`src/include/vmu_cfg.svh`:
```
// Vector load subsystem configuration
// Row geometry, register count, bus widths and queue depth
`ifndef VMU_CFG_SVH
`define VMU_CFG_SVH

// Elements per row, one row fills one vector register
`define VMU_LANES   4

// Architectural vector registers
`define VMU_VREGS   8

`define VMU_DATA_W  32  // Element width in bits
`define VMU_ADDR_W  32  // Byte address width

// Entries in the decode and writeback queues
`define VMU_QDEPTH  2

`endif

```
`src/verilog/vmu_pkg.sv`:
```
// Vector load subsystem types
// Memory-op encoding and the structs passed between the stages
`default_nettype none

`include "vmu_cfg.svh"

package vmu_pkg;

    // Derived widths
    localparam int LANE_W = $clog2(`VMU_LANES);                 // Lane index / ticket
    localparam int REG_W  = $clog2(`VMU_VREGS);                 // Vector register index
    localparam int VL_W   = $clog2(`VMU_LANES * `VMU_VREGS) + 1; // vl and maxvl, 0..32
    localparam int ROWS_W = $clog2(`VMU_VREGS) + 1;             // Rows per load, 0..8

    // Memory operation field, code 2'b11 is reserved
    typedef enum logic [1:0] {
        OP_UNIT_STRIDED = 2'b00,
        OP_INDEXED      = 2'b01,
        OP_STRIDED      = 2'b10
    } mem_op_e;

    // Remapped vector memory instruction
    typedef struct packed {
        logic                   reconfigure; // Update maxvl, no memory access
        mem_op_e                mem_op;
        logic [REG_W-1:0]       dst;         // First destination register
        logic [`VMU_ADDR_W-1:0] data1;       // Base address
        logic [`VMU_ADDR_W-1:0] data2;       // Stride in bytes
        logic [VL_W-1:0]        vl;
        logic [VL_W-1:0]        maxvl;
    } vmu_instr_t;

    // Decoded load handed to the engine
    typedef struct packed {
        mem_op_e                mem_op;
        logic [REG_W-1:0]       dst;
        logic [`VMU_ADDR_W-1:0] base;
        logic [`VMU_ADDR_W-1:0] stride;
        logic [VL_W-1:0]        vl;    // Already clamped to maxvl
        logic [ROWS_W-1:0]      rows;  // Destination registers to fill
    } vmu_ld_cmd_t;

    // One-element memory request, ticket is the lane
    typedef struct packed {
        logic [`VMU_ADDR_W-1:0] addr;
        logic [LANE_W-1:0]      ticket;
    } mem_req_t;

    typedef struct packed {
        logic [LANE_W-1:0]      ticket;
        logic [`VMU_DATA_W-1:0] data;
    } mem_resp_t;

    // Register file write of one row
    typedef struct packed {
        logic [REG_W-1:0]                        vreg;
        logic [`VMU_LANES-1:0]                   en;   // Lane write enables
        logic [`VMU_LANES-1:0][`VMU_DATA_W-1:0]  data;
    } vmu_wb_t;

endpackage

`default_nettype wire

```
`src/verilog/vmu_fifo.sv`:
```
// Small valid/ready queue with a generic payload
// Registered output with a push accepted whenever not full
`timescale 1ns/100ps
`default_nettype none

`include "vmu_cfg.svh"

module vmu_fifo #(
    parameter type T = logic
) (
    input  logic clk_i,
    input  logic rstn_i,
    input  logic in_valid_i,
    input  T     in_i,
    output logic in_ready_o,   // Not full
    output logic out_valid_o,  // Not empty
    output T     out_o,
    input  logic out_ready_i
);

    localparam int DEPTH = `VMU_QDEPTH;
    localparam int PTR_W = $clog2(DEPTH);
    localparam int CNT_W = $clog2(DEPTH + 1);

    T                 mem_q [DEPTH];  // Entry storage
    logic [PTR_W-1:0] wr_ptr_q;
    logic [PTR_W-1:0] rd_ptr_q;
    logic [CNT_W-1:0] count_q;
    logic             push;
    logic             pop;

    assign in_ready_o  = (count_q != CNT_W'(DEPTH));
    assign out_valid_o = (count_q != '0);
    assign out_o       = mem_q[rd_ptr_q];

    assign push = in_valid_i & in_ready_o;
    assign pop  = out_valid_o & out_ready_i;

    //========================================
    // Pointers and fill level
    //========================================
    always_ff @(posedge clk_i or negedge rstn_i) begin
        if (!rstn_i) begin
            wr_ptr_q <= '0;
            rd_ptr_q <= '0;
            count_q  <= '0;
        end else begin
            if (push) wr_ptr_q <= (wr_ptr_q == PTR_W'(DEPTH - 1)) ? '0 : wr_ptr_q + 1'b1;
            if (pop)  rd_ptr_q <= (rd_ptr_q == PTR_W'(DEPTH - 1)) ? '0 : rd_ptr_q + 1'b1;
            if (push && !pop) begin
                count_q <= count_q + 1'b1;
            end else if (pop && !push) begin
                count_q <= count_q - 1'b1;
            end
        end
    end

    always_ff @(posedge clk_i) begin
        if (push) mem_q[wr_ptr_q] <= in_i;  // Visible from next cycle
    end

endmodule

`default_nettype wire

```
`src/verilog/vmu_ld_decode.sv`:
```
// Vector load decode stage
// Keeps maxvl, drops illegal memory ops, clamps vl and queues load commands
`timescale 1ns/100ps
`default_nettype none

`include "vmu_cfg.svh"

module vmu_ld_decode (
    input  logic                 clk_i,
    input  logic                 rstn_i,
    input  logic                 instr_valid_i,
    input  vmu_pkg::vmu_instr_t  instr_i,
    output logic                 instr_ready_o,
    output logic                 cmd_valid_o,
    output vmu_pkg::vmu_ld_cmd_t cmd_o,
    input  logic                 cmd_ready_i,
    output logic                 illegal_o      // One-cycle pulse after an illegal op
);
    import vmu_pkg::*;

    logic [VL_W-1:0]   maxvl_q;
    logic              illegal_q;
    logic              accept;
    logic              legal;
    logic              is_load;
    logic [VL_W-1:0]   vl_clamp;
    logic [VL_W:0]     vl_round;   // One extra bit for the round-up
    vmu_ld_cmd_t       cmd;

    assign accept  = instr_valid_i & instr_ready_o;
    assign is_load = ~instr_i.reconfigure;

    // Only unit-strided and strided loads are handled
    always_comb begin
        case (instr_i.mem_op)
            OP_UNIT_STRIDED: legal = 1'b1;
            OP_STRIDED:      legal = 1'b1;
            OP_INDEXED:      legal = 1'b0;  // Not supported
            default:         legal = 1'b0;  // Reserved code
        endcase
    end

    //========================================
    // Command build
    //========================================
    assign vl_clamp = (instr_i.vl > maxvl_q) ? maxvl_q : instr_i.vl;
    assign vl_round = {1'b0, vl_clamp} + (VL_W + 1)'(`VMU_LANES - 1);

    always_comb begin
        cmd.mem_op = instr_i.mem_op;
        cmd.dst    = instr_i.dst;
        cmd.base   = instr_i.data1;
        cmd.stride = instr_i.data2;
        cmd.vl     = vl_clamp;
        cmd.rows   = ROWS_W'(vl_round >> LANE_W);  // ceil(vl / lanes)
    end

    // Config register and illegal flag
    always_ff @(posedge clk_i or negedge rstn_i) begin
        if (!rstn_i) begin
            maxvl_q   <= VL_W'(`VMU_LANES * `VMU_VREGS);
            illegal_q <= 1'b0;
        end else begin
            if (accept && instr_i.reconfigure) maxvl_q <= instr_i.maxvl;
            illegal_q <= accept & is_load & ~legal;
        end
    end

    assign illegal_o = illegal_q;

    vmu_fifo #(
        .T (vmu_ld_cmd_t)
    ) u_cmd_q (
        .clk_i       (clk_i),
        .rstn_i      (rstn_i),
        .in_valid_i  (instr_valid_i & is_load & legal),
        .in_i        (cmd),
        .in_ready_o  (instr_ready_o),  // Gates every instruction kind
        .out_valid_o (cmd_valid_o),
        .out_o       (cmd_o),
        .out_ready_i (cmd_ready_i)
    );

endmodule

`default_nettype wire

```
`src/verilog/vmu_ld_eng.sv`:
```
// Vector load engine
// Splits each load into one-element requests and gathers responses per row
`timescale 1ns/100ps
`default_nettype none

`include "vmu_cfg.svh"

module vmu_ld_eng (
    input  logic                 clk_i,
    input  logic                 rstn_i,
    // Decoded load
    input  logic                 cmd_valid_i,
    input  vmu_pkg::vmu_ld_cmd_t cmd_i,
    output logic                 cmd_ready_o,    // Only while idle
    // Memory request / response
    output logic                 req_valid_o,
    output vmu_pkg::mem_req_t    req_o,
    input  logic                 grant_i,
    input  logic                 resp_valid_i,   // No back-pressure
    input  vmu_pkg::mem_resp_t   resp_i,
    // Finished rows
    output logic                 row_valid_o,
    output vmu_pkg::vmu_wb_t     row_o,
    input  logic                 row_ready_i,
    output logic                 busy_o
);
    import vmu_pkg::*;

    //========================================
    // State
    //========================================
    logic                                   busy_q;
    logic [ROWS_W-1:0]                      rows_left_q;  // Rows still to finish, incl. current
    logic [VL_W-1:0]                        vl_left_q;    // Elements from current row onward
    logic [VL_W-1:0]                        vl_next;
    logic [`VMU_LANES-1:0]                  pending_q;    // Lanes still to request
    logic [`VMU_LANES-1:0]                  active_q;     // Lanes in this row
    logic [`VMU_LANES-1:0]                  served_q;     // Lanes with data back
    logic [LANE_W-1:0]                      ptr_q;        // Next lane to request
    mem_op_e                                op_q;
    logic [`VMU_ADDR_W-1:0]                 addr_q;       // Address of next element
    logic [`VMU_ADDR_W-1:0]                 stride_q;
    logic [`VMU_ADDR_W-1:0]                 step;
    logic [REG_W-1:0]                       vreg_q;
    logic [`VMU_LANES-1:0][`VMU_DATA_W-1:0] scratch_q;
    logic                                   cmd_fire;
    logic                                   req_fire;
    logic                                   row_fire;
    logic                                   last_row;

    // Lower n lanes set, all lanes once n reaches a full row
    function automatic logic [`VMU_LANES-1:0] row_mask(input logic [VL_W-1:0] n);
        logic [`VMU_LANES-1:0] mask;
        for (int i = 0; i < `VMU_LANES; i++) begin
            mask[i] = (VL_W'(i) < n);
        end
        return mask;
    endfunction

    // Handshakes
    assign cmd_ready_o = ~busy_q;
    assign busy_o      = busy_q;
    assign cmd_fire    = cmd_valid_i & cmd_ready_o;
    assign req_fire    = req_valid_o & grant_i;
    assign row_fire    = row_valid_o & row_ready_i;

    assign last_row = (rows_left_q == ROWS_W'(1));
    assign vl_next  = vl_left_q - VL_W'(`VMU_LANES);

    //========================================
    // Requests and row output
    //========================================
    assign step        = (op_q == OP_STRIDED) ? stride_q : `VMU_ADDR_W'(4);  // Unit stride 4B
    assign req_valid_o = pending_q[ptr_q];   // Pending lanes are contiguous from lane 0
    assign req_o       = '{addr: addr_q, ticket: ptr_q};

    // Row done once every active lane came back
    assign row_valid_o = (active_q == served_q) & (|active_q);
    assign row_o       = '{vreg: vreg_q, en: active_q, data: scratch_q};

    // Scoreboard
    always_ff @(posedge clk_i or negedge rstn_i) begin
        if (!rstn_i) begin
            busy_q      <= 1'b0;
            rows_left_q <= '0;
            vl_left_q   <= '0;
            pending_q   <= '0;
            active_q    <= '0;
            served_q    <= '0;
            ptr_q       <= '0;
        end else if (cmd_fire) begin
            busy_q      <= (cmd_i.rows != '0);   // Empty load leaves engine idle
            rows_left_q <= cmd_i.rows;
            vl_left_q   <= cmd_i.vl;
            pending_q   <= row_mask(cmd_i.vl);
            active_q    <= row_mask(cmd_i.vl);
            served_q    <= '0;
            ptr_q       <= '0;
        end else if (row_fire) begin
            // Next row or back to idle
            rows_left_q <= rows_left_q - 1'b1;
            vl_left_q   <= vl_next;
            pending_q   <= last_row ? '0 : row_mask(vl_next);
            active_q    <= last_row ? '0 : row_mask(vl_next);
            served_q    <= '0;
            ptr_q       <= '0;
            if (last_row) busy_q <= 1'b0;
        end else begin
            if (req_fire) begin
                pending_q[ptr_q] <= 1'b0;
                ptr_q            <= ptr_q + 1'b1;
            end
            if (resp_valid_i) served_q[resp_i.ticket] <= 1'b1;  // Any order
        end
    end

    // Address walk, destination and scratchpad
    always_ff @(posedge clk_i) begin
        if (cmd_fire) begin
            op_q     <= cmd_i.mem_op;
            stride_q <= cmd_i.stride;
            addr_q   <= cmd_i.base;
            vreg_q   <= cmd_i.dst;
        end else begin
            if (req_fire) addr_q <= addr_q + step;   // Carries on across rows
            if (row_fire) vreg_q <= vreg_q + 1'b1;   // Wraps at VMU_VREGS
        end
        if (resp_valid_i) scratch_q[resp_i.ticket] <= resp_i.data;
    end

endmodule

`default_nettype wire

```
`src/verilog/vmu_ld_wb.sv`:
```
// Vector load writeback stage
// Queues rows toward the register file, unlocks a register as its row is written
`timescale 1ns/100ps
`default_nettype none

module vmu_ld_wb (
    input  logic                          clk_i,
    input  logic                          rstn_i,
    // Rows from the engine
    input  logic                          row_valid_i,
    input  vmu_pkg::vmu_wb_t              row_i,
    output logic                          row_ready_o,
    // Register file write port
    output logic                          rf_valid_o,
    output vmu_pkg::vmu_wb_t              rf_o,
    input  logic                          rf_ready_i,
    // Register release
    output logic                          unlock_valid_o,
    output logic [vmu_pkg::REG_W-1:0]     unlock_reg_o
);
    import vmu_pkg::*;

    //========================================
    // Row queue
    //========================================
    // Absorbs register file stalls so the engine keeps going
    vmu_fifo #(
        .T (vmu_wb_t)
    ) u_row_q (
        .clk_i       (clk_i),
        .rstn_i      (rstn_i),
        .in_valid_i  (row_valid_i),
        .in_i        (row_i),
        .in_ready_o  (row_ready_o),
        .out_valid_o (rf_valid_o),
        .out_o       (rf_o),
        .out_ready_i (rf_ready_i)
    );

    // Release only on the actual write
    assign unlock_valid_o = rf_valid_o & rf_ready_i;
    assign unlock_reg_o   = rf_o.vreg;

endmodule

`default_nettype wire

```
`src/verilog/vmu_ld_top.sv`:
```
// Vector load subsystem top level
// Decode queue, load engine and writeback queue in a chain
`timescale 1ns/100ps
`default_nettype none

module vmu_ld_top (
    input  logic                      clk_i,
    input  logic                      rstn_i,
    // Instruction port
    input  logic                      instr_valid_i,
    input  vmu_pkg::vmu_instr_t       instr_i,
    output logic                      instr_ready_o,
    // Memory side
    output logic                      req_valid_o,
    output vmu_pkg::mem_req_t         req_o,
    input  logic                      grant_i,
    input  logic                      resp_valid_i,
    input  vmu_pkg::mem_resp_t        resp_i,
    // Register file side
    output logic                      rf_valid_o,
    output vmu_pkg::vmu_wb_t          rf_o,
    input  logic                      rf_ready_i,
    // Status
    output logic                      unlock_valid_o,
    output logic [vmu_pkg::REG_W-1:0] unlock_reg_o,
    output logic                      illegal_o,
    output logic                      busy_o
);
    import vmu_pkg::*;

    logic        cmd_valid;
    logic        cmd_ready;
    vmu_ld_cmd_t cmd;
    logic        row_valid;
    logic        row_ready;
    vmu_wb_t     row;

    //========================================
    // Stages
    //========================================
    vmu_ld_decode u_decode (
        .clk_i         (clk_i),
        .rstn_i        (rstn_i),
        .instr_valid_i (instr_valid_i),
        .instr_i       (instr_i),
        .instr_ready_o (instr_ready_o),
        .cmd_valid_o   (cmd_valid),
        .cmd_o         (cmd),
        .cmd_ready_i   (cmd_ready),
        .illegal_o     (illegal_o)
    );

    vmu_ld_eng u_eng (
        .clk_i        (clk_i),
        .rstn_i       (rstn_i),
        .cmd_valid_i  (cmd_valid),
        .cmd_i        (cmd),
        .cmd_ready_o  (cmd_ready),
        .req_valid_o  (req_valid_o),
        .req_o        (req_o),
        .grant_i      (grant_i),
        .resp_valid_i (resp_valid_i),
        .resp_i       (resp_i),
        .row_valid_o  (row_valid),
        .row_o        (row),
        .row_ready_i  (row_ready),
        .busy_o       (busy_o)
    );

    vmu_ld_wb u_wb (
        .clk_i          (clk_i),
        .rstn_i         (rstn_i),
        .row_valid_i    (row_valid),
        .row_i          (row),
        .row_ready_o    (row_ready),
        .rf_valid_o     (rf_valid_o),
        .rf_o           (rf_o),
        .rf_ready_i     (rf_ready_i),
        .unlock_valid_o (unlock_valid_o),
        .unlock_reg_o   (unlock_reg_o)
    );

endmodule

`default_nettype wire

```
`config.mk`:
```
export PLATFORM = sky130hd
export DESIGN_NAME = vmu_ld_top
export DESIGN_NICKNAME = d
export VERILOG_FILES = /design/src/verilog/vmu_pkg.sv /design/src/verilog/vmu_fifo.sv /design/src/verilog/vmu_ld_decode.sv /design/src/verilog/vmu_ld_eng.sv /design/src/verilog/vmu_ld_wb.sv /design/src/verilog/vmu_ld_top.sv
export VERILOG_INCLUDE_DIRS = /design/src /design/src/include
export SDC_FILE = /design/constraint.sdc
export NUM_CORES = 1
export LEC_CHECK = 0
export BUFFER_PORTS_ARGS = -buffer_cell sky130_fd_sc_hd__buf_2
export CAP_MARGIN = 10
export CORE_AREA = 2 2 227 396
export CTS_CLUSTER_DIAMETER = 100
export DETAILED_ROUTE_END_ITERATION = 7
export DIE_AREA = 0 0 229 398
export PLACE_DENSITY = 0.49
export SYNTH_ARGS = -nofsm -noshare
export SYNTH_HDL_FRONTEND = slang
export SYNTH_SLANG_ARGS = --single-unit
```
`constraint.sdc`:
```
create_clock -name clk_i -period 20.4 [get_ports clk_i]
set_input_delay 1.02 -clock clk_i [delete_from_list [all_inputs] [get_ports clk_i]]
set_output_delay 1.02 -clock clk_i [all_outputs]
set_load 0.005 [all_outputs]
```
==> summary.txt, run 1 <==
status: completed
fillcell total: 8449
Post-DRT Antenna Nets: 0
Relative slew margins: 0.242
Internal: 3.01 mW
Distinct cells, synth: 74
final worst slack: 16080 ps
final setup vio count: 0
RSZ-0062 raised after global routing: no
Num Clock Sinks: 665
Routed wire per std cell: 19.7 µm
Design Area, Final: 31200 µm²
Die H: 398 µm
Mapped Cells: 1520
share of cells above drive strength 1: 0.334
Worst Path Arrival: 3300 ps
pin count of the biggest net entering global routing: 136
Detailed Routing Iterations Pass 1: 5
Syn Std Cell Area: 26100 µm²
RePlAce Congestion: 0.855
top cell type's share of synthesized area: 0.718
part of the Yosys area used for sequential elements: 0.756
H-tree Lvls: 3
placed cell areas: 29000 µm²
final hold violations: 0
Via Count: 13800
area taken by flip-flops and latches: 19800 µm²
worst-path fanout max: 73
CTS root buf: clkbuf_16
antenna violations before repair: 11
Achievable Freq: 232 MHz
Tmin final: 4320 ps
DRT iter0 DRCs: 617
Core Area: 87900 µm²
Async SR Flop Fraction: 0.0602
Required @ worst endpoint: 19380 ps
Seq cells post-synth: 665
Worst Reg-to-Reg Cells: 12
P_sw: 1.38 mW
die area: 91100 µm²
Sw Ratio: 0.315
Hold Crit Depth: 0
gr busiest metal: met2
average via count per standard cell: 4.52
CTS Hold Bufs: 0
area leader, netlist: edfxtp_1
Worst Skew: 16.8 ps
Multi-input gate area: 6050 µm²
period utilization: 0.212
number of port buffers: 299
maximum VDD drop: 0.0775 mV
post-synthesis area per instance: 17.2 µm²
DP Worst Slack: 16650 ps
Hold Crit Start: u_eng.row_o[29]$_DFFE_PP_
Hold Path End: u_wb.u_row_q.mem_q[0][29]$_DFFE_PP_
Clock Latency Late Sink: 630 ps
final-report max-slew violation count: 0
r2r endpoint: u_eng.addr_q[18]$_DFFE_PP_
slew at the pin with the worst max-slew slack: 1140 ps
met1 Usage GRT: 0.147
first-pass GRT wire length: 89500 µm
row count: 144
Clock Path Buffers: 3
Routed Wire Length: 60400 µm
ys flop type: edfxtp_1
RR Startpoint: u_eng.op_q[1]$_DFFE_PP_
Synth Net Count: 1691
Setup Fix Bufs, Post-CTS: 0
met2 Use GR: 0.232
Starting Density: 0.297
Max Cap Viol: 0
Reg clk slew, reported paths: 60 ps
Top Ports: 300
vias in the first global route: 14600
Hold WC Path Type: flop to flop
leak pwr: 11.0 nW
area growth from synthesis to layout: 19.2%
DRC Markers: 0
synth warn: 0
Chip Width: 229 µm
Comb pwr share: 0.284
crit path launch type: flop
CP endpoint kind: output port
post-route setup TNS: 0 ps
TritonCTS buffer count: 66
Tot GR Track Use: 0.131
ranking of synthesized cells by area: edfxtp_1 72%, mux2_2 8.0%, dfrtp_1 3.7%
post-cts sizing count: 0
met3 usage: 0.0374
clock share of power: 0.275
r2r setup slk: 16800 ps
grt ovf: 0
DP Wirelength: 40300 µm
CP Class: flop to output port
# nets final: 2015
PD cells: 141 nW/µm²
CTS tree: done
Post-synth EDFFs: 625
sequential fraction of design power: 0.442
[worst max-delay path, cell delays in order (launching register included)]
cell	delay [ps]
dfrtp_4	1050
buf_4	900
mux2_2	460
buf_2	140
[placed cells by master, fill, tap and decap left out, types with 9 or more instances in the layout]
cell,count
buf_4,16
mux2i_1,33
xor2_1,25
nor2_1,60
inv_1,25
nand3_1,15
clkinv_1,13
ha_1,48
a21oi_1,67
clkbuf_16,69
a211oi_1,17
nand2_1,62
nor3_1,9
a21o_1,14
edfxtp_1,625
o21ai_0,49
buf_2,299
xnor2_1,26
mux2_2,185
and2_1,31
dfrtp_1,37
nor2b_1,19
[layer usage]
layer  vias to the layer above  wire length, µm
met5                         -              105
met4                        16             1840
met3                       122             4360
met2                       443            30600
met1                      6787            23400
li1                       6471                -
[how the worst max path moves through the flow]
stage	start	to	slack, ps
after global routing	u_wb.u_row_q.rd_ptr_q$_DFFE_PN0P_	rf_o[22]	15880
after CTS	u_wb.u_row_q.rd_ptr_q$_DFFE_PN0P_	rf_o[22]	15930
after global placement	u_wb.u_row_q.rd_ptr_q$_DFFE_PN0P_	rf_o[22]	16660
after floorplan	instr_i[79]	u_decode.u_cmd_q.mem_q[0][0]$_DFFE_PP_	10940
after detailed placement	u_wb.u_row_q.rd_ptr_q$_DFFE_PN0P_	rf_o[121]	16650
final	u_wb.u_row_q.rd_ptr_q$_DFFE_PN0P_	rf_o[121]	16080
[power by group through the flow]
stage	logic [mW]	clock network, mW	registers [mW]
floorplan	0.856	0	1.91
global placement	1.26	0	1.97
detailed placement	1.27	0	1.97
CTS	1.28	1.26	1.95
global route	1.38	1.30	1.97
finish	1.25	1.21	1.94
[synthesized netlist by cell type, types with 3 or more instances]
cell,count
inv_1,25
xnor2_1,26
a21oi_1,67
o21ai_0,49
ha_1,48
xor2_1,25
buf_4,8
o21a_1,3
nand2b_1,6
buf_2,7
and2_1,32
and3_1,3
nor2_1,63
nand2_1,62
clkbuf_1,38
o211ai_1,8
mux2i_1,33
nor4_1,7
a211oi_1,17
edfxtp_1,625
nor3_1,9
or3_1,5
dfrtp_1,39
nand3_1,15
a21o_1,14
nand4_1,8
mux2_2,185
o21ai_1,3
o21bai_1,3
or2_2,5
buf_1,6
a31oi_1,4
nor2b_1,19
nor3b_1,4
[sequential cells by signal, summed over array words and instances, names as in the netlist, 3 cells and up]
name	count
u_decode.maxvl_q	6
u_eng.rows_left_q	4
u_eng.vl_left_q	6
u_eng.stride_q	32
u_eng.active_q	4
u_eng.pending_q	4
u_eng.served_q	4
u_decode.u_cmd_q.mem_q	158
u_eng.vreg_q	3
u_eng.addr_q	32
u_eng.row_o	128
u_wb.u_row_q.mem_q	270
[cell families (layout without fill, tap and decap cells)]
logic type                 after synthesis  after routing  synth area share
AOI/OAI and AO/OA                      197            197            0.0471
xor gates and xnor gates                51             51            0.0171
adders and majority gates               49             49            0.0237
buffers and inverters                   87            459            0.0140
DFF                                    665            665             0.756
muxes                                  219            219            0.0932
other                                    0              2                 0
and+or+nand+nor                        252            252            0.0487
[area by class of cell]
class                           count  area share
Sequential cell                   665       0.634
Multi-Input combinational cell    768       0.194
Clock buffer                       75      0.0561
Timing Repair Buffer              316      0.0525
Tap cell                         1168      0.0469
Clock inverter                     41      0.0127
Inverter                           27     0.00325
Antenna cell                        2    0.000161
[through the flow]
stage,util,hold WS (ps),total power [mW],cells
floorplan,-,421,2.77,1520
global placement,0.330,422,3.22,2944
detailed placement,0.330,429,3.24,2944
CTS,0.355,433,4.48,3060
global route,0.355,450,4.64,3060
finish,0.355,441,4.39,3062
Power figures use the tool's default switching activity.
==> inputs of run 2 (changes only) <==
clock period = 4.24 ns   (was 20.4 ns; I/O delays follow)
==> run 2 against run 1 <==
Critical path depth increased by 8. Clock power increased to 4.8 times the previous value. Cell area rose by 4.0%. Sequential power rose to 4.8 times the previous value. Global-route usage up 0.28 points. Critical path type is now flop to flop.
==> summary.txt, run 2 (synthesis gave the netlist of run 1 again) <==
status: completed (unchanged)
Worst Skew: 14.7 ps (was 16.8 ps)
Relative slew margins: 0.242 (about the same)
maximum VDD drop: 0.408 mV (was 0.0775 mV)
WHS: 127 ps (was 441 ps)
fin util: 0.369 (was 0.355)
slew at the pin with the worst max-slew slack: 1130 ps (was 1140 ps)
Required @ worst endpoint: 4590 ps (was 19380 ps)
Tot GR Track Use: 0.134 (was 0.131)
Starting Density: 0.297 (unchanged)
CP endpoint kind: flop (was output port)
final-report max-slew violation count: 0 (unchanged)
post-route setup TNS: 0 ps (unchanged)
die area: 91100 µm² (unchanged)
Die H: 398 µm (unchanged)
CTS root buf: clkbuf_16 (unchanged)
Reg clk slew, reported paths: 60 ps (about the same)
area growth from synthesis to layout: 24.0% (was 19.2%)
average via count per standard cell: 4.49 (was 4.52)
Hold WC Path Type: input pin to flop (was flop to flop)
most common cell after layout, fill and taps aside: edfxtp_1 (unchanged)
PD cells: 658 nW/µm² (was 141 nW/µm²)
final hold violations: 0 (unchanged)
Worst Path Arrival: 3790 ps (was 3300 ps)
placed cell areas: 29100 µm² (was 29000 µm²)
Routed Wire Length: 61200 µm (was 60400 µm)
Via Count: 14300 (was 13800)
Detailed Routing Iterations Pass 1: 5 (unchanged)
most frequent cells in the layout: 625 x edfxtp_1, 299 x buf_2, 185 x mux2_2 (unchanged)
antenna violations before repair: 5 (was 11)
Max Cap Viol: 0 (unchanged)
Chip Width: 229 µm (unchanged)
Num Clock Sinks: 665 (unchanged)
max FFs per register: 270 (unchanged)
RSZ-0062 raised after global routing: no (unchanged)
Achievable Freq: 291 MHz
DRT iter0 DRCs: 519 (was 617)
Hold Crit Depth: 4 (was 0)
DP Wirelength: 40500 µm (was 40300 µm)
leak pwr: 11.5 nW (was 11.0 nW)
final setup vio count: 0 (unchanged)
vias in the first global route: 15400 (was 14600)
Reg with most FFs: u_wb.u_row_q.mem_q (unchanged)
crit path launch type: flop (unchanged)
RePlAce Congestion: 0.836 (was 0.855)
share of cells above drive strength 1: 0.316 (was 0.334)
TritonCTS buffer count: 66 (unchanged)
Routed wire per std cell: 19.3 µm (was 19.7 µm)
row count: 144 (unchanged)
number of port buffers: 299 (unchanged)
worst-path fanout max: 31 (was 73)
DRC Markers: 0 (unchanged)
final worst slack: 799 ps (was 16080 ps)
period utilization: 0.812
CTS tree: done (unchanged)
H-tree Lvls: 3 (unchanged)
# nets final: 2131 (was 2015)
Clock Latency Late Sink: 630 ps (about the same)
pin count of the biggest net entering global routing: 136 (unchanged)
Core Area: 87900 µm² (unchanged)
first-pass GRT wire length: 91900 µm (was 89500 µm)
Design Area, Final: 32400 µm² (was 31200 µm²)
CTS Hold Bufs: 116 (was 0)
post-cts sizing count: 0 (unchanged)
CP Class: flop to flop (was flop to output port)
Tmin final: 3440 ps
DP Worst Slack: 803 ps (was 16650 ps)
grt ovf: 0 (unchanged)
Setup Fix Bufs, Post-CTS: 0 (unchanged)
Top Ports: 300 (unchanged)
Clock Path Buffers: 3 (unchanged)
Worst Reg-to-Reg Cells: 11 (was 12)
Post-DRT Antenna Nets: 0 (unchanged)
-- run 2: final timing paths --
kind,slack [ps],start,end
max,800,u_eng.op_q[0]$_DFFE_PP_,u_eng.addr_q[22]$_DFFE_PP_
min,130,instr_valid_i,u_decode.u_cmd_q.wr_ptr_q$_DFFE_PN0P_
max reg2reg,800,u_eng.op_q[0]$_DFFE_PP_,u_eng.addr_q[22]$_DFFE_PP_
min reg2reg,440,u_eng.row_o[35]$_DFFE_PP_,u_wb.u_row_q.mem_q[1][35]$_DFFE_PP_
max in group asynchronous,3290,rstn_i,u_wb.u_row_q.rd_ptr_q$_DFFE_PN0P_
min in group asynchronous,260,rstn_i,u_decode.illegal_o$_DFF_PN0_
-- run 2: worst max-delay path, cell delays in order, from the launching register on --
cell and delay [ps]:
edfxtp_1 360, nor2b_1 160, buf_4 320, and2_1 190, ha_1 280, and2_4 190, a221o_1 360, o21ai_0 320
nor3b_2 500, o31ai_1 200, xnor2_1 180, a21oi_1 90
-- run 2: through the flow --
stage / std cells / power (mW)
floorplan: 1520 / 13.3
global placement: 2944 / 15.6
detailed placement: 2944 / 15.7
CTS: 3176 / 21.7
global route: 3178 / 22.6
finish: 3178 / 21.3
-- run 2: per-layer routing --
layer | GRT usage | routed length [µm]
met4 | 0.0590 | 2070
met2 | 0.246 | 31600
met5 | 0 | 23
met1 | 0.144 | 23400
met3 | 0.0359 | 4070
-- run 2: layout make-up --
type / count / area, µm²
Fill cell: 8384 / 55500
Sequential cell: 665 / 19800
Multi-Input combinational cell: 768 / 6060
Timing Repair Buffer: 432 / 2870
Clock buffer: 80 / 1790
Tap cell: 1168 / 1460
Clock inverter: 36 / 357
Inverter: 27 / 101
Antenna cell: 2 / 5.00
-- run 2: where the power goes --
group	switching (mW)	total (mW)	internal (mW)
clock network	2.49	5.83	3.34
registers	0.719	9.35	8.63
logic	3.49	6.17	2.68
total	6.70	21.3	14.6
==> inputs of run 3 (changes only) <==
PLACE_DENSITY = 0.51   (was 0.49)
clock period = 3 ns   (was 4.24 ns; I/O delays follow)
==> run 3 against run 2 <==
Via count rose by 3.6%. Non-clock buffer count up 111. Sequential power up 41%. Flip-flop and latch count is the same. Cell area rose by 4.0%. Count of clock-buffer cells in the layout up 1. Hold slack got worse by 80 ps. Utilization increased by 1.5 points. Critical path type unchanged. Die area unchanged. Power rose by 46%. Wire length rose by 2.9%. Critical endpoint is now u_eng.addr_q[30]$_DFFE_PP_.
==> summary.txt, run 3 (synthesis gave the netlist of run 1 again) <==
PD cells: 923 nW/µm² (was 658 nW/µm²)
Core Area: 87900 µm² (unchanged)
Worst Skew: 16.0 ps (was 14.7 ps)
# nets final: 2237 (was 2131)
Routed wire per std cell: 19.2 µm (was 19.3 µm)
final hold violations: 0 (unchanged)
Relative slew margins: 0.334 (was 0.242)
Num Clock Sinks: 665 (unchanged)
Max Cap Viol: 0 (unchanged)
average via count per standard cell: 4.50 (was 4.49)
placed cell areas: 30000 µm² (was 29100 µm²)
Worst path slowest cell: or4_1 (was nor3b_2)
DRT iter0 DRCs: 682 (was 519)
Required @ worst endpoint: 3370 ps (was 4590 ps)
CP endpoint kind: flop (unchanged)
Hold WC Path Type: input pin to flop (unchanged)
final-report max-slew violation count: 0 (unchanged)
Achievable Freq: 338 MHz (was 291 MHz)
status: completed (unchanged)
crit path launch type: flop (unchanged)
RePlAce Congestion: 0.877 (was 0.836)
Design Area, Final: 33700 µm² (was 32400 µm²)
period utilization: 0.986 (was 0.812)
DP Worst Slack: -245 ps (was 803 ps)
WHS: 46.4 ps (was 127 ps)
area growth from synthesis to layout: 29.0% (was 24.0%)
fin cells: 3286 (was 3178)
CTS tree: done (unchanged)
pin count of the biggest net entering global routing: 80 (was 136)
max FFs per register: 270 (unchanged)
first-pass GRT wire length: 94900 µm (was 91900 µm)
most frequent cells in the layout: 625 x edfxtp_1, 299 x buf_2, 185 x mux2_2 (unchanged)
slew at the pin with the worst max-slew slack: 1000 ps (was 1130 ps)
most common cell after layout, fill and taps aside: edfxtp_1 (unchanged)
maximum VDD drop: 0.591 mV (was 0.408 mV)
vias in the first global route: 15800 (was 15400)
antenna violations before repair: 5 (unchanged)
Post-DRT Antenna Nets: 0 (unchanged)
post-route setup TNS: 0 ps (unchanged)
Chip Width: 229 µm (unchanged)
Via Count: 14800 (was 14300)
CTS root buf: clkbuf_16 (unchanged)
Starting Density: 0.297 (unchanged)
Detailed Routing Iterations Pass 1: 5 (unchanged)
CP peak stage delay: 520 ps (was 500 ps)
DP Wirelength: 43200 µm (was 40500 µm)
leak pwr: 12.1 nW (was 11.5 nW)
TritonCTS buffer count: 61 (was 66)
# placed instances: 3044 (was 2944)
CP Class: flop to flop (unchanged)
Die H: 398 µm (unchanged)
final setup vio count: 0 (unchanged)
Reg with most FFs: u_wb.u_row_q.mem_q (unchanged)
number of port buffers: 299 (unchanged)
row count: 144 (unchanged)
share of cells above drive strength 1: 0.383 (was 0.316)
DRC Markers: 0 (unchanged)
final worst slack: 42.4 ps (was 799 ps)
Tot GR Track Use: 0.136 (was 0.134)
Clock Path Buffers: 3 (unchanged)
Tmin final: 2960 ps (was 3440 ps)
Reg clk slew, reported paths: 60 ps (about the same)
Routed Wire Length: 63000 µm (was 61200 µm)
RSZ-0062 raised after global routing: yes (was no)
H-tree Lvls: 2 (was 3)
worst-path fanout max: 9 (was 31)
Clock Latency Late Sink: 640 ps (was 630 ps)
Worst Path Arrival: 3330 ps (was 3790 ps)
grt ovf: 0 (unchanged)
Top Ports: 300 (unchanged)
cell chain of the critical path: nor2b_4, buf_8, buf_12, and2_2, ha_4, buf_4, nand2_1, o21a_1, or4_1, o2111a_1, o31ai_4, xnor2_1, a21oi_1 (was nor2b_1, buf_4, and2_1, ha_1, and2_4, a221o_1, o21ai_0, nor3b_2, o31ai_1, xnor2_1, a21oi_1)
die area: 91100 µm² (unchanged)
[run 3: cell count changes in the layout (fill, tap and decap cells not counted), moves of 13 or more]
cell     before  now
buf_4        10  108
ha_1         48   30
and2_4        2   15
and2_1       31   17
a21oi_1      67   54
ha_4          0   16
[run 3: per-layer routing]
layer,track usage,part of all wire,vias to the layer above
met5,0,0,-
met4,0.0408,0.024,0
met3,0.0244,0.051,85
met2,0.252,0.52,411
met1,0.159,0.40,7396
li1,-,-,6905
[run 3: path summary, 6_finish.rpt]
kind	startpoint	to	slack, ps	cells past startpoint
worst min-delay path	resp_i[32]	u_eng.row_o[78]$_DFFE_PP_	50	2
max in group asynchronous	rstn_i	u_eng.pending_q[0]$_DFFE_PN0P_	2230	3
min in group asynchronous	rstn_i	u_decode.illegal_o$_DFF_PN0_	80	2
worst max-delay path	u_eng.op_q[1]$_DFFE_PP_	u_eng.addr_q[30]$_DFFE_PP_	40	13
worst min register to register	u_eng.row_o[10]$_DFFE_PP_	u_wb.u_row_q.mem_q[1][10]$_DFFE_PP_	440	0
worst max register to register	u_eng.op_q[1]$_DFFE_PP_	u_eng.addr_q[30]$_DFFE_PP_	40	13
[run 3: critical path: cells and delay by family (launching register included)]
kind	cells	cell delay, ps
flops	1	380
compound gates	4	530
buf+inv	3	400
fa+ha+maj	1	300
xor+xnor	1	140
simple gates	4	950
[run 3: power breakdown]
| group | internal [mW] | leakage, nW | switching [mW] | total (mW) |
|---|---|---|---|---|
| sequential | 12.2 | 6.14 | 1.00 | 13.2 |
| clock | 4.24 | 0.955 | 3.40 | 7.64 |
| combinational | 4.84 | 5.00 | 5.48 | 10.3 |
[run 3: through the flow]
step	total power, mW	utilization
finish	31.1	0.384
CTS	31.2	0.379
global route	32.9	0.383
floorplan	18.8	-
detailed placement	23.1	0.341
global placement	22.9	0.341
[run 3: cell type report]
type	instances	area (µm²)
fillers	8262	54200
flip-flops and latches	665	19800
multi-input cells	768	6570
repair buffers	543	3840
clock buffers	81	1650
well taps	1168	1460
clock inverters	30	305
inverters	27	101
diodes	4	10.0
[run 3: repair_timing]
action | CTS | global route
gates cloned | 0 | 2
hold buffers | 117 | 0
buffers inserted | 3 | 5
pin swaps | 11 | 37
endpoints found under the setup margin | 16 | 20
hold endpoints to repair | 311 | 0
gates resized for setup | 30 | 63
